===== config.mk =====
export PLATFORM = sky130hd
export DESIGN_NAME = exe_top
export DESIGN_NICKNAME = d
export VERILOG_FILES = /design/src/common/exe_pkg.sv /design/src/common/es_ms_if.sv /design/src/exe/alu.sv /design/src/exe/exe_stage.sv /design/src/rtl/csr_block.sv /design/src/rtl/exe_top.sv /design/src/rtl/mem_stage.sv
export SDC_FILE = /design/constraint.sdc
export NUM_CORES = 2
export LEC_CHECK = 0
export BUFFER_PORTS_ARGS = -buffer_cell sky130_fd_sc_hd__clkbuf_2
export CORE_MARGIN = 3
export CORE_UTILIZATION = 48
export DETAILED_ROUTE_END_ITERATION = 12
export HOLD_SLACK_MARGIN = 0.02
export MAX_ROUTING_LAYER = met4
export PLACE_DENSITY = 0.64
export SLEW_MARGIN = 15
export SYNTH_ARGS = -nofsm -noshare
export SYNTH_HDL_FRONTEND = slang
export SYNTH_HIERARCHICAL = 1
export SYNTH_SLANG_ARGS = --single-unit

===== constraint.sdc =====
create_clock -name clk -period 23.3 [get_ports clk]
set_clock_uncertainty 0.15 [all_clocks]
set_input_delay 2.33 -clock clk [delete_from_list [all_inputs] [get_ports clk]]
set_output_delay 2.33 -clock clk [all_outputs]
set_load 0.1 [all_outputs]

===== src/common/exe_pkg.sv =====
package exe_pkg;

    localparam int XLEN = 32;   // data and address width

    typedef enum logic [3:0] {
        ALU_ADD  = 4'd0,
        ALU_SUB  = 4'd1,
        ALU_AND  = 4'd2,
        ALU_OR   = 4'd3,
        ALU_XOR  = 4'd4,
        ALU_SLL  = 4'd5,
        ALU_SRL  = 4'd6,
        ALU_SRA  = 4'd7,
        ALU_SLT  = 4'd8,
        ALU_SLTU = 4'd9,
        ALU_MUL  = 4'd10    // iterative, low half of product
    } alu_op_t;

    typedef enum logic [3:0] {
        MEM_NONE  = 4'd0,
        MEM_LD_B  = 4'd1,
        MEM_LD_BU = 4'd2,
        MEM_LD_H  = 4'd3,
        MEM_LD_HU = 4'd4,
        MEM_LD_W  = 4'd5,
        MEM_ST_B  = 4'd6,
        MEM_ST_H  = 4'd7,
        MEM_ST_W  = 4'd8
    } mem_op_t;

    // where the execute result comes from
    typedef enum logic [1:0] {
        CNT_ALU = 2'd0,
        CNT_LO  = 2'd1,
        CNT_HI  = 2'd2
    } cnt_sel_t;

    localparam logic [5:0] ECODE_NONE = 6'h00;
    localparam logic [5:0] ECODE_ALE  = 6'h09;  // address misaligned

    function automatic logic is_load(mem_op_t op);
        return op inside {MEM_LD_B, MEM_LD_BU, MEM_LD_H, MEM_LD_HU, MEM_LD_W};
    endfunction

    function automatic logic is_store(mem_op_t op);
        return op inside {MEM_ST_B, MEM_ST_H, MEM_ST_W};
    endfunction

    // sram size encoding: 0 byte, 1 half, 2 word
    function automatic logic [1:0] mem_size(mem_op_t op);
        if (op inside {MEM_LD_B, MEM_LD_BU, MEM_ST_B})
            return 2'd0;
        if (op inside {MEM_LD_H, MEM_LD_HU, MEM_ST_H})
            return 2'd1;
        return 2'd2;
    endfunction

endpackage


===== src/common/es_ms_if.sv =====
interface es_ms_if;
    import exe_pkg::*;

    logic            valid;     // execute has a finished instruction
    logic            allowin;   // memory stage can take it
    logic [XLEN-1:0] pc;
    mem_op_t         mem_op;
    logic            mem_req;   // a data_ok will follow for this one
    logic            ale;
    logic [XLEN-1:0] result;    // address for memory ops
    logic            rf_we;
    logic [4:0]      rf_waddr;

    modport exe (
        output valid, pc, mem_op, mem_req, ale, result, rf_we, rf_waddr,
        input  allowin
    );

    modport mem (
        input  valid, pc, mem_op, mem_req, ale, result, rf_we, rf_waddr,
        output allowin
    );

endinterface


===== src/exe/alu.sv =====
module alu #(
    parameter int MUL_CYCLES = 4
) (
    input  logic                     clk,
    input  logic                     resetn,
    input  logic                     start,
    input  exe_pkg::alu_op_t         alu_op,
    input  logic [exe_pkg::XLEN-1:0] src1,
    input  logic [exe_pkg::XLEN-1:0] src2,
    output logic [exe_pkg::XLEN-1:0] result,
    output logic                     complete
);
    import exe_pkg::*;

    localparam int CHUNK = (XLEN + MUL_CYCLES - 1) / MUL_CYCLES;   // multiplier bits per step
    localparam int PADW  = CHUNK * MUL_CYCLES;
    localparam int SW    = $clog2(MUL_CYCLES + 1);

    logic [SW-1:0]   step;
    logic            mul_done;
    logic [PADW-1:0] mplier;
    logic [XLEN-1:0] acc;
    logic [XLEN-1:0] acc_next;

    assign mul_done = (step == SW'(MUL_CYCLES));
    assign mplier   = PADW'(src2);

    // shift-add over one chunk of the multiplier
    always_comb begin
        int base;
        base     = int'(step) * CHUNK;
        acc_next = acc;
        for (int i = 0; i < CHUNK; i++) begin
            if (base + i < PADW && mplier[base + i])
                acc_next = acc_next + (src1 << (base + i));
        end
    end

    always_ff @(posedge clk) begin
        if (!resetn)
            step <= '0;
        else if (start)
            step <= '0;     // new instruction restarts the iteration
        else if (!mul_done)
            step <= step + 1'b1;
    end

    always_ff @(posedge clk) begin
        if (start)
            acc <= '0;
        else if (!mul_done)
            acc <= acc_next;
    end

    always_comb begin
        case (alu_op)
            ALU_ADD:  result = src1 + src2;
            ALU_SUB:  result = src1 - src2;
            ALU_AND:  result = src1 & src2;
            ALU_OR:   result = src1 | src2;
            ALU_XOR:  result = src1 ^ src2;
            ALU_SLL:  result = src1 << src2[4:0];
            ALU_SRL:  result = src1 >> src2[4:0];
            ALU_SRA:  result = $signed(src1) >>> src2[4:0];
            ALU_SLT:  result = XLEN'($signed(src1) < $signed(src2));
            ALU_SLTU: result = XLEN'(src1 < src2);
            ALU_MUL:  result = acc;
            default:  result = '0;
        endcase
    end

    assign complete = (alu_op != ALU_MUL) | mul_done;

endmodule


===== src/exe/exe_stage.sv =====
module exe_stage #(
    parameter int MUL_CYCLES = 4
) (
    input  logic                     clk,
    input  logic                     resetn,
    input  logic                     flush,
    input  logic [63:0]              counter,
    input  logic                     ds2es_valid,
    input  logic [exe_pkg::XLEN-1:0] ds2es_pc,
    input  exe_pkg::alu_op_t         ds2es_alu_op,
    input  logic [exe_pkg::XLEN-1:0] ds2es_src1,
    input  logic [exe_pkg::XLEN-1:0] ds2es_src2,
    input  logic [exe_pkg::XLEN-1:0] ds2es_store_data,
    input  exe_pkg::mem_op_t         ds2es_mem_op,
    input  exe_pkg::cnt_sel_t        ds2es_cnt_sel,
    input  logic                     ds2es_rf_we,
    input  logic [4:0]               ds2es_rf_waddr,
    output logic                     es_allowin,
    output logic                     req,
    output logic                     wr,
    output logic [1:0]               size,
    output logic [3:0]               wstrb,
    output logic [exe_pkg::XLEN-1:0] addr,
    output logic [exe_pkg::XLEN-1:0] wdata,
    input  logic                     addr_ok,
    es_ms_if.exe                     es2ms
);
    import exe_pkg::*;

    logic            es_valid;
    logic            es_ready_go;
    logic [XLEN-1:0] es_pc;
    alu_op_t         es_alu_op;
    logic [XLEN-1:0] es_src1;
    logic [XLEN-1:0] es_src2;
    logic [XLEN-1:0] es_store_data;
    mem_op_t         es_mem_op;
    cnt_sel_t        es_cnt_sel;
    logic            es_rf_we;
    logic [4:0]      es_rf_waddr;
    logic            alu_start;
    logic [XLEN-1:0] alu_result;
    logic            alu_complete;
    logic            es_is_mem;
    logic [XLEN-1:0] mem_addr;
    logic [1:0]      mem_size_q;
    logic            es_ale;
    logic            need_req;
    logic [3:0]      byte_en;
    logic [XLEN-1:0] exe_result;

    assign alu_start   = ds2es_valid & es_allowin;
    assign es_ready_go = alu_complete & (~need_req | req & addr_ok);
    assign es_allowin  = ~es_valid | es_ready_go & es2ms.allowin;

    always_ff @(posedge clk) begin
        if (!resetn)
            es_valid <= 1'b0;
        else if (flush)
            es_valid <= 1'b0;   // younger than the excepting instruction
        else if (es_allowin)
            es_valid <= ds2es_valid;
    end

    always_ff @(posedge clk) begin
        if (alu_start) begin
            es_pc         <= ds2es_pc;
            es_alu_op     <= ds2es_alu_op;
            es_src1       <= ds2es_src1;
            es_src2       <= ds2es_src2;
            es_store_data <= ds2es_store_data;
            es_mem_op     <= ds2es_mem_op;
            es_cnt_sel    <= ds2es_cnt_sel;
            es_rf_we      <= ds2es_rf_we;
            es_rf_waddr   <= ds2es_rf_waddr;
        end
    end

    alu #(
        .MUL_CYCLES (MUL_CYCLES)
    ) u_alu (
        .clk      (clk),
        .resetn   (resetn),
        .start    (alu_start),
        .alu_op   (es_alu_op),
        .src1     (es_src1),
        .src2     (es_src2),
        .result   (alu_result),
        .complete (alu_complete)
    );

    // own adder so the address does not depend on alu_op
    assign es_is_mem  = es_mem_op != MEM_NONE;
    assign mem_addr   = es_src1 + es_src2;
    assign mem_size_q = mem_size(es_mem_op);
    assign es_ale     = es_is_mem & ((mem_size_q == 2'd2) & (|mem_addr[1:0]) |
                                     (mem_size_q == 2'd1) & mem_addr[0]);
    assign need_req   = es_valid & es_is_mem & ~es_ale;

    always_comb begin
        case (mem_size_q)
            2'd0:    byte_en = 4'b0001 << mem_addr[1:0];
            2'd1:    byte_en = mem_addr[1] ? 4'b1100 : 4'b0011;
            default: byte_en = 4'b1111;
        endcase
    end

    // new requests only when the memory stage can take the instruction
    assign req   = need_req & es2ms.allowin & ~flush;
    assign wr    = req & is_store(es_mem_op);
    assign size  = mem_size_q;
    assign wstrb = {4{wr}} & byte_en;
    assign addr  = mem_addr;

    always_comb begin
        case (mem_size_q)
            2'd0:    wdata = {4{es_store_data[7:0]}};   // byte lane replicated
            2'd1:    wdata = {2{es_store_data[15:0]}};
            default: wdata = es_store_data;
        endcase
    end

    always_comb begin
        case (es_cnt_sel)
            CNT_LO:  exe_result = counter[31:0];
            CNT_HI:  exe_result = counter[63:32];
            default: exe_result = alu_result;
        endcase
    end

    assign es2ms.valid    = es_valid & es_ready_go;
    assign es2ms.pc       = es_pc;
    assign es2ms.mem_op   = es_mem_op;
    assign es2ms.mem_req  = need_req;
    assign es2ms.ale      = es_ale;
    assign es2ms.result   = es_is_mem ? mem_addr : exe_result;
    assign es2ms.rf_we    = es_rf_we;
    assign es2ms.rf_waddr = es_rf_waddr;

endmodule


===== src/rtl/csr_block.sv =====
module csr_block (
    input  logic                     clk,
    input  logic                     resetn,
    input  logic                     retire_ex,
    input  logic [exe_pkg::XLEN-1:0] retire_pc,
    input  logic [exe_pkg::XLEN-1:0] retire_badv,
    output logic                     flush,
    output logic [63:0]              counter,
    output logic [5:0]               cause,
    output logic [exe_pkg::XLEN-1:0] badv
);
    import exe_pkg::*;

    // stable counter, free running from reset
    always_ff @(posedge clk) begin
        if (!resetn)
            counter <= '0;
        else
            counter <= counter + 64'd1;
    end

    always_ff @(posedge clk) begin
        if (!resetn) begin
            flush <= 1'b0;
            cause <= ECODE_NONE;
            badv  <= '0;
        end else begin
            flush <= retire_ex;     // single cycle pulse
            if (retire_ex) begin
                cause <= ECODE_ALE;  // only exception source here
                badv  <= retire_badv;
            end
        end
    end

endmodule


===== src/rtl/exe_top.sv =====
module exe_top #(
    parameter int MUL_CYCLES = 4
) (
    input  logic                     clk,
    input  logic                     resetn,
    input  logic                     ds2es_valid,
    input  logic [exe_pkg::XLEN-1:0] ds2es_pc,
    input  exe_pkg::alu_op_t         ds2es_alu_op,
    input  logic [exe_pkg::XLEN-1:0] ds2es_src1,
    input  logic [exe_pkg::XLEN-1:0] ds2es_src2,
    input  logic [exe_pkg::XLEN-1:0] ds2es_store_data,
    input  exe_pkg::mem_op_t         ds2es_mem_op,
    input  exe_pkg::cnt_sel_t        ds2es_cnt_sel,
    input  logic                     ds2es_rf_we,
    input  logic [4:0]               ds2es_rf_waddr,
    output logic                     es_allowin,
    output logic                     data_sram_req,
    output logic                     data_sram_wr,
    output logic [1:0]               data_sram_size,
    output logic [3:0]               data_sram_wstrb,
    output logic [exe_pkg::XLEN-1:0] data_sram_addr,
    output logic [exe_pkg::XLEN-1:0] data_sram_wdata,
    input  logic                     data_sram_addr_ok,
    input  logic                     data_sram_data_ok,
    input  logic [exe_pkg::XLEN-1:0] data_sram_rdata,
    output logic                     ws_valid,
    input  logic                     ws_allowin,
    output logic [exe_pkg::XLEN-1:0] ws_pc,
    output logic                     ws_rf_we,
    output logic [4:0]               ws_rf_waddr,
    output logic [exe_pkg::XLEN-1:0] ws_rf_wdata,
    output logic                     ws_ex,
    output logic [5:0]               ex_cause,
    output logic [exe_pkg::XLEN-1:0] ex_badv
);
    import exe_pkg::*;

    logic            flush;
    logic [63:0]     counter;
    logic            retire_ex;
    logic [XLEN-1:0] retire_pc;
    logic [XLEN-1:0] retire_badv;

    es_ms_if es2ms ();

    exe_stage #(
        .MUL_CYCLES (MUL_CYCLES)
    ) u_exe_stage (
        .clk              (clk),
        .resetn           (resetn),
        .flush            (flush),
        .counter          (counter),
        .ds2es_valid      (ds2es_valid),
        .ds2es_pc         (ds2es_pc),
        .ds2es_alu_op     (ds2es_alu_op),
        .ds2es_src1       (ds2es_src1),
        .ds2es_src2       (ds2es_src2),
        .ds2es_store_data (ds2es_store_data),
        .ds2es_mem_op     (ds2es_mem_op),
        .ds2es_cnt_sel    (ds2es_cnt_sel),
        .ds2es_rf_we      (ds2es_rf_we),
        .ds2es_rf_waddr   (ds2es_rf_waddr),
        .es_allowin       (es_allowin),
        .req              (data_sram_req),
        .wr               (data_sram_wr),
        .size             (data_sram_size),
        .wstrb            (data_sram_wstrb),
        .addr             (data_sram_addr),
        .wdata            (data_sram_wdata),
        .addr_ok          (data_sram_addr_ok),
        .es2ms            (es2ms.exe)
    );

    mem_stage u_mem_stage (
        .clk               (clk),
        .resetn            (resetn),
        .flush             (flush),
        .es2ms             (es2ms.mem),
        .data_sram_data_ok (data_sram_data_ok),
        .data_sram_rdata   (data_sram_rdata),
        .ws_valid          (ws_valid),
        .ws_allowin        (ws_allowin),
        .ws_pc             (ws_pc),
        .ws_rf_we          (ws_rf_we),
        .ws_rf_waddr       (ws_rf_waddr),
        .ws_rf_wdata       (ws_rf_wdata),
        .ws_ex             (ws_ex),
        .retire_ex         (retire_ex),
        .retire_pc         (retire_pc),
        .retire_badv       (retire_badv)
    );

    csr_block u_csr_block (
        .clk         (clk),
        .resetn      (resetn),
        .retire_ex   (retire_ex),
        .retire_pc   (retire_pc),
        .retire_badv (retire_badv),
        .flush       (flush),
        .counter     (counter),
        .cause       (ex_cause),
        .badv        (ex_badv)
    );

endmodule


===== src/rtl/mem_stage.sv =====
module mem_stage (
    input  logic                     clk,
    input  logic                     resetn,
    input  logic                     flush,
    es_ms_if.mem                     es2ms,
    input  logic                     data_sram_data_ok,
    input  logic [exe_pkg::XLEN-1:0] data_sram_rdata,
    output logic                     ws_valid,
    input  logic                     ws_allowin,
    output logic [exe_pkg::XLEN-1:0] ws_pc,
    output logic                     ws_rf_we,
    output logic [4:0]               ws_rf_waddr,
    output logic [exe_pkg::XLEN-1:0] ws_rf_wdata,
    output logic                     ws_ex,
    output logic                     retire_ex,
    output logic [exe_pkg::XLEN-1:0] retire_pc,
    output logic [exe_pkg::XLEN-1:0] retire_badv
);
    import exe_pkg::*;

    logic            ms_valid;
    logic            wait_data;     // one response outstanding, possibly orphaned
    logic [XLEN-1:0] ms_pc;
    mem_op_t         ms_mem_op;
    logic            ms_ale;
    logic [XLEN-1:0] ms_result;
    logic            ms_rf_we;
    logic [4:0]      ms_rf_waddr;
    logic [XLEN-1:0] ms_rdata;
    logic [7:0]      ld_byte;
    logic [15:0]     ld_half;
    logic [XLEN-1:0] ld_value;

    // an excepting instruction blocks entry until it has retired
    assign es2ms.allowin = ~wait_data & (~ms_valid | ws_allowin & ~ms_ale);

    always_ff @(posedge clk) begin
        if (!resetn)
            ms_valid <= 1'b0;
        else if (flush)
            ms_valid <= 1'b0;
        else if (retire_ex)
            ms_valid <= 1'b0;   // younger ones wait for the flush
        else if (es2ms.allowin)
            ms_valid <= es2ms.valid;
    end

    always_ff @(posedge clk) begin
        if (!resetn)
            wait_data <= 1'b0;
        else if (es2ms.valid && es2ms.allowin && es2ms.mem_req)
            wait_data <= 1'b1;
        else if (data_sram_data_ok)
            wait_data <= 1'b0;
    end

    always_ff @(posedge clk) begin
        if (es2ms.valid && es2ms.allowin) begin
            ms_pc       <= es2ms.pc;
            ms_mem_op   <= es2ms.mem_op;
            ms_ale      <= es2ms.ale;
            ms_result   <= es2ms.result;
            ms_rf_we    <= es2ms.rf_we;
            ms_rf_waddr <= es2ms.rf_waddr;
        end
        if (data_sram_data_ok && wait_data)
            ms_rdata <= data_sram_rdata;    // held while retire is stalled
    end

    assign ld_byte = ms_rdata[{ms_result[1:0], 3'b000} +: 8];
    assign ld_half = ms_result[1] ? ms_rdata[31:16] : ms_rdata[15:0];

    always_comb begin
        case (ms_mem_op)
            MEM_LD_B:  ld_value = {{(XLEN-8){ld_byte[7]}}, ld_byte};
            MEM_LD_BU: ld_value = {{(XLEN-8){1'b0}}, ld_byte};
            MEM_LD_H:  ld_value = {{(XLEN-16){ld_half[15]}}, ld_half};
            MEM_LD_HU: ld_value = {{(XLEN-16){1'b0}}, ld_half};
            default:   ld_value = ms_rdata;
        endcase
    end

    assign ws_valid    = ms_valid & ~wait_data;
    assign ws_pc       = ms_pc;
    assign ws_ex       = ms_valid & ms_ale;
    assign ws_rf_we    = ms_rf_we & ~ms_ale;
    assign ws_rf_waddr = ms_rf_waddr;
    assign ws_rf_wdata = is_load(ms_mem_op) ? ld_value : ms_result;

    assign retire_ex   = ws_valid & ws_allowin & ws_ex;
    assign retire_pc   = ms_pc;
    assign retire_badv = ms_result;     // the faulting address

endmodule


==> summary.md <==
| Metric | Value |
|---|---|
| Status | `finished, final reports clean` |
| Setup TNS | `0 ps` |
| Core area | `80940 um^2` |
| Post-Route WL | `158500 um` |
| Yosys reg bits | `~390` |
| Hold Crit Endpoint | `u_mem_stage/retire_pc[11]$_DFFE_PP_` |
| Setup slack, reg-to-reg | `slightly below 7000 ps` |
| Die height | `292.6 um` |
| CP delay by family, top | `compound AO/OA/AOI/OAI gates` |
| FILL cells | `7841` |
| Max-cap viol count | `0` |
| Worst-path clk slew | `70 ps` |
| GRT Total Usage | `between 30% and 40%` |
| Hold wc startpoint | `u_exe_stage/es2ms.pc[11]$_DFFE_PP_` |
| Seq/Total Area, Yosys | `26.01%` |
| Slew HR | `15.13%` |
| Slowest cell on the critical path | `o41ai_1` |
| FF-to-FF Start | `u_exe_stage/u_alu/step[0]$_SDFFE_PP0N_` |
| Initial DRC Count | `between 4k and 5k` |
| Antenna viol nets, final | `0` |
| Distinct cells, synth | `125` |
| Largest net degree at the start of global routing | `slightly below 80` |
| Row cnt | `approximately 100` |
| Detailed Routing Iterations Pass 1 | `9` |
| Final std cells w/o fill | `6199` |
| Synth Flop Type | `edfxtp_1` |
| Slew Viols, Final | `0` |
| Total clock sinks | `387` |
| Vias/cell | `about 6.4` |
| Startpoint types | `flip-flop` |
| Crit path buffers/inverters | `4` |
| Global-route wire length before repair | `233000 um` |
| Top-area cell type share of the netlist area | `a little under a fifth` |
| Layout Area Growth over Synthesis | `10.02%` |
| Slew @ Worst Pin | `1241 ps` |
| CP endpoint kind | `flip-flop` |
| Hold Path Class | `flip-flop to flip-flop` |
| PostCTS Resize Cnt | `0` |
| Die span in x | `292.6 um` |
| Dpl cells | `6115` |
| Arrival @ worst endpoint | `between 15000 and 20000 ps` |
| Vias | `39.76k` |
| CP required | `23680 ps` |
| RSZ-0062 raised after global routing | `false` |
| Number of enable flip-flop cells after synthesis | `251` |
| Deepest clock path buffer count | `3` |
| Io pins | `365` |
| CTS Hold Bufs | `0` |
| Number of buffers created by CTS | `43` |
| RR Endpoint | `u_exe_stage/u_alu/acc[31]$_SDFFE_PP0N_` |
| Full die area | `85640 um^2` |
| Number of global-route vias before repair | `~36k` |
| Synth area leaders | `edfxtp_1, ha_1, dfxtp_1` |
| Drc violations | `0` |
| Crit path from | `u_exe_stage/u_alu/step[0]$_SDFFE_PP0N_` |
| Hold Vio Cnt, Final | `0` |
| Setup Crit Path Kind | `flip-flop to flip-flop` |
| FF-to-FF path depth | `67` |
| Slowest stage delay, CP | `~750 ps` |
| Buffers added on ports | `360` |
| Min cycle time layout | `16430 ps` |
| Cell taking the most area after synthesis | `edfxtp_1` |
| Initial core utilization | `roughly half` |
| Core Util, Final | `53.61%` |
| Initial antenna violation count | `4` |
| Final setup violating endpoints | `0` |
| Mean Syn Cell Area | `about 8.1 um^2` |
| Post-CTS setup buffers | `0` |
| Clk_lat worst skew | `600 ps` |
| Post-Syn Area | `39440 um^2` |
| Worst hold stages | `0` |
| WL/cell | `~26 um` |
| Crit-path max FO | `20` |
| Layout cells sized above 1 | `between 10% and 20%` |
| Synth Instances | `4880` |
| GR Overflow Total | `0` |
| Dpl hpwl | `122100 um` |
| CTS tree | `built` |
| Fmax | `60.88 MHz` |
| Fin crit share | `between 70% and 80%` |
| CTS H-tree depth | `2` |
| Ys async rst share | `0%` |
| Layout Nets | `roughly 5.6k` |
| Clock root cell | `clkbuf_16` |
| Yosys warning count | `6` |
| Routability cong. | `1.048` |
per-stage QoR:
step	instance area, um^2	setup WS [ps]	hold WS, ps
2_1_floorplan	39450	9007	249.7
3_3_place_gp	41980	7364	250.4
3_5_place_dp	41980	7138	254.5
4_1_cts	43380	7017	248.2
5_1_grt	43390	5347	260.2
6_report	43390	6875	250.5
logic make-up after synthesis:
kind of cell               Yosys count  share of synthesized area [%]
DFF                                387                          26.01
other                                1                       0.009508
and+or+nand+nor                   1612                          19.23
muxes                              228                          6.434
xor gates and xnor gates           226                          5.057
adders and majority gates          354                          11.29
AOI/OAI and AO/OA                 1582                          26.41
buffers and inverters              490                          5.552
sequential cells by signal, indices dropped and copies added, names as in the netlist, 5 cells and up, named ones only:
name and flops:
u_csr_block/counter 64, u_exe_stage/es_store_data 32, u_exe_stage/es_src1 32, u_exe_stage/es_src2 32
u_exe_stage/es2ms.rf_waddr 5, u_csr_block/badv 32, u_mem_stage/ms_rdata 32, u_mem_stage/ws_rf_waddr 5
u_exe_stage/es2ms.pc 32, u_exe_stage/u_alu/acc 31, u_mem_stage/retire_badv 32, u_mem_stage/retire_pc 32
worst reg2reg max path: cells and delay by family, from the launching register on:
family | cells | cell delay, ps
AO/OA/AOI/OAI | 35 | 8070
AND/OR/NAND/NOR | 13 | 2900
adder cells (fa/ha/maj) | 8 | 2630
XOR/XNOR | 7 | 1300
buffers and inverters | 4 | 950
flip-flops | 1 | 320
metal layers:
metal  share of wire (%)  track usage [%]
met2                  43            53.66
met1                  43            49.05
met5                   0                -
met3                 9.7            7.415
met4                 4.4            13.57
Yosys cell counts (43+ instances only):
library cell    n
nor2_1        539
nand2_1       455
a21oi_1       446
o21ai_0       351
ha_1          346
edfxtp_1      251
inv_1         205
clkbuf_1      153
xnor2_1       150
mux2i_1       141
dfxtp_1       136
nand3_1       110
nor3_1        102
a21o_1         90
mux2_2         74
xor2_1         74
or3_1          68
a211oi_1       66
a22oi_1        62
buf_4          52
nand2b_1       52
o21a_1         52
o21bai_1       51
o211ai_1       45
and3_1         44
a31oi_1        43
worst max-delay path by stage:
stage | end | slack (ps) | cells past startpoint
after global placement | u_exe_stage/u_alu/acc[31]$_SDFFE_PP0N_ | 7360 | 67
after detailed placement | u_exe_stage/u_alu/acc[31]$_SDFFE_PP0N_ | 7140 | 67
final | u_exe_stage/u_alu/acc[31]$_SDFFE_PP0N_ | 6870 | 67
after CTS | u_exe_stage/u_alu/acc[31]$_SDFFE_PP0N_ | 7020 | 67
after global routing | u_exe_stage/u_alu/acc[31]$_SDFFE_PP0N_ | 5350 | 71
after floorplan | u_exe_stage/u_alu/acc[31]$_SDFFE_PP0N_ | 9010 | 70
layout make-up:
type                            count  area (um^2)  share of cell area, %
Clock buffer                       48         1136                  2.618
Inverter                          207        777.0                  1.791
Sequential cell                   387        10260                  23.65
Antenna cell                        4        10.01                0.02307
Tap cell                         1060         1326                  3.057
Multi-Input combinational cell   4006        27100                  62.46
Timing Repair Buffer              455         2515                  5.796
Clock inverter                     32        262.8                 0.6055
layout by cell type (no fill, tap or decap), types with 22 or more instances in the layout:
| cell type | instances |
|---|---|
| nor4_1 | 22 |
| a221oi_1 | 37 |
| mux2i_1 | 141 |
| nor2b_1 | 22 |
| or2_2 | 31 |
| a21oi_1 | 446 |
| xor2_1 | 74 |
| nand3_1 | 110 |
| o211ai_1 | 45 |
| or4_1 | 22 |
| xnor2_1 | 150 |
| nor3_1 | 99 |
| nor2_1 | 537 |
| o21bai_1 | 51 |
| a31oi_1 | 43 |
| clkbuf_2 | 360 |
| o21ai_0 | 351 |
| mux2_2 | 74 |
| nand4_1 | 41 |
| a22oi_1 | 62 |
| buf_4 | 95 |
| o31ai_1 | 39 |
| o22ai_1 | 32 |
| a21o_1 | 90 |
| o211a_1 | 24 |
| or3_1 | 68 |
| dfxtp_1 | 134 |
| nand2b_1 | 52 |
| a211o_1 | 22 |
| and2_1 | 37 |
| o21a_1 | 52 |
| clkbuf_16 | 44 |
| and3_1 | 44 |
| ha_1 | 345 |
| nand2_1 | 455 |
| edfxtp_1 | 251 |
| inv_1 | 204 |
| a211oi_1 | 61 |
Power is left out: the tool's default activity adds up to more than one toggle a clock period on the data nets, which glitch-free logic cannot reach.
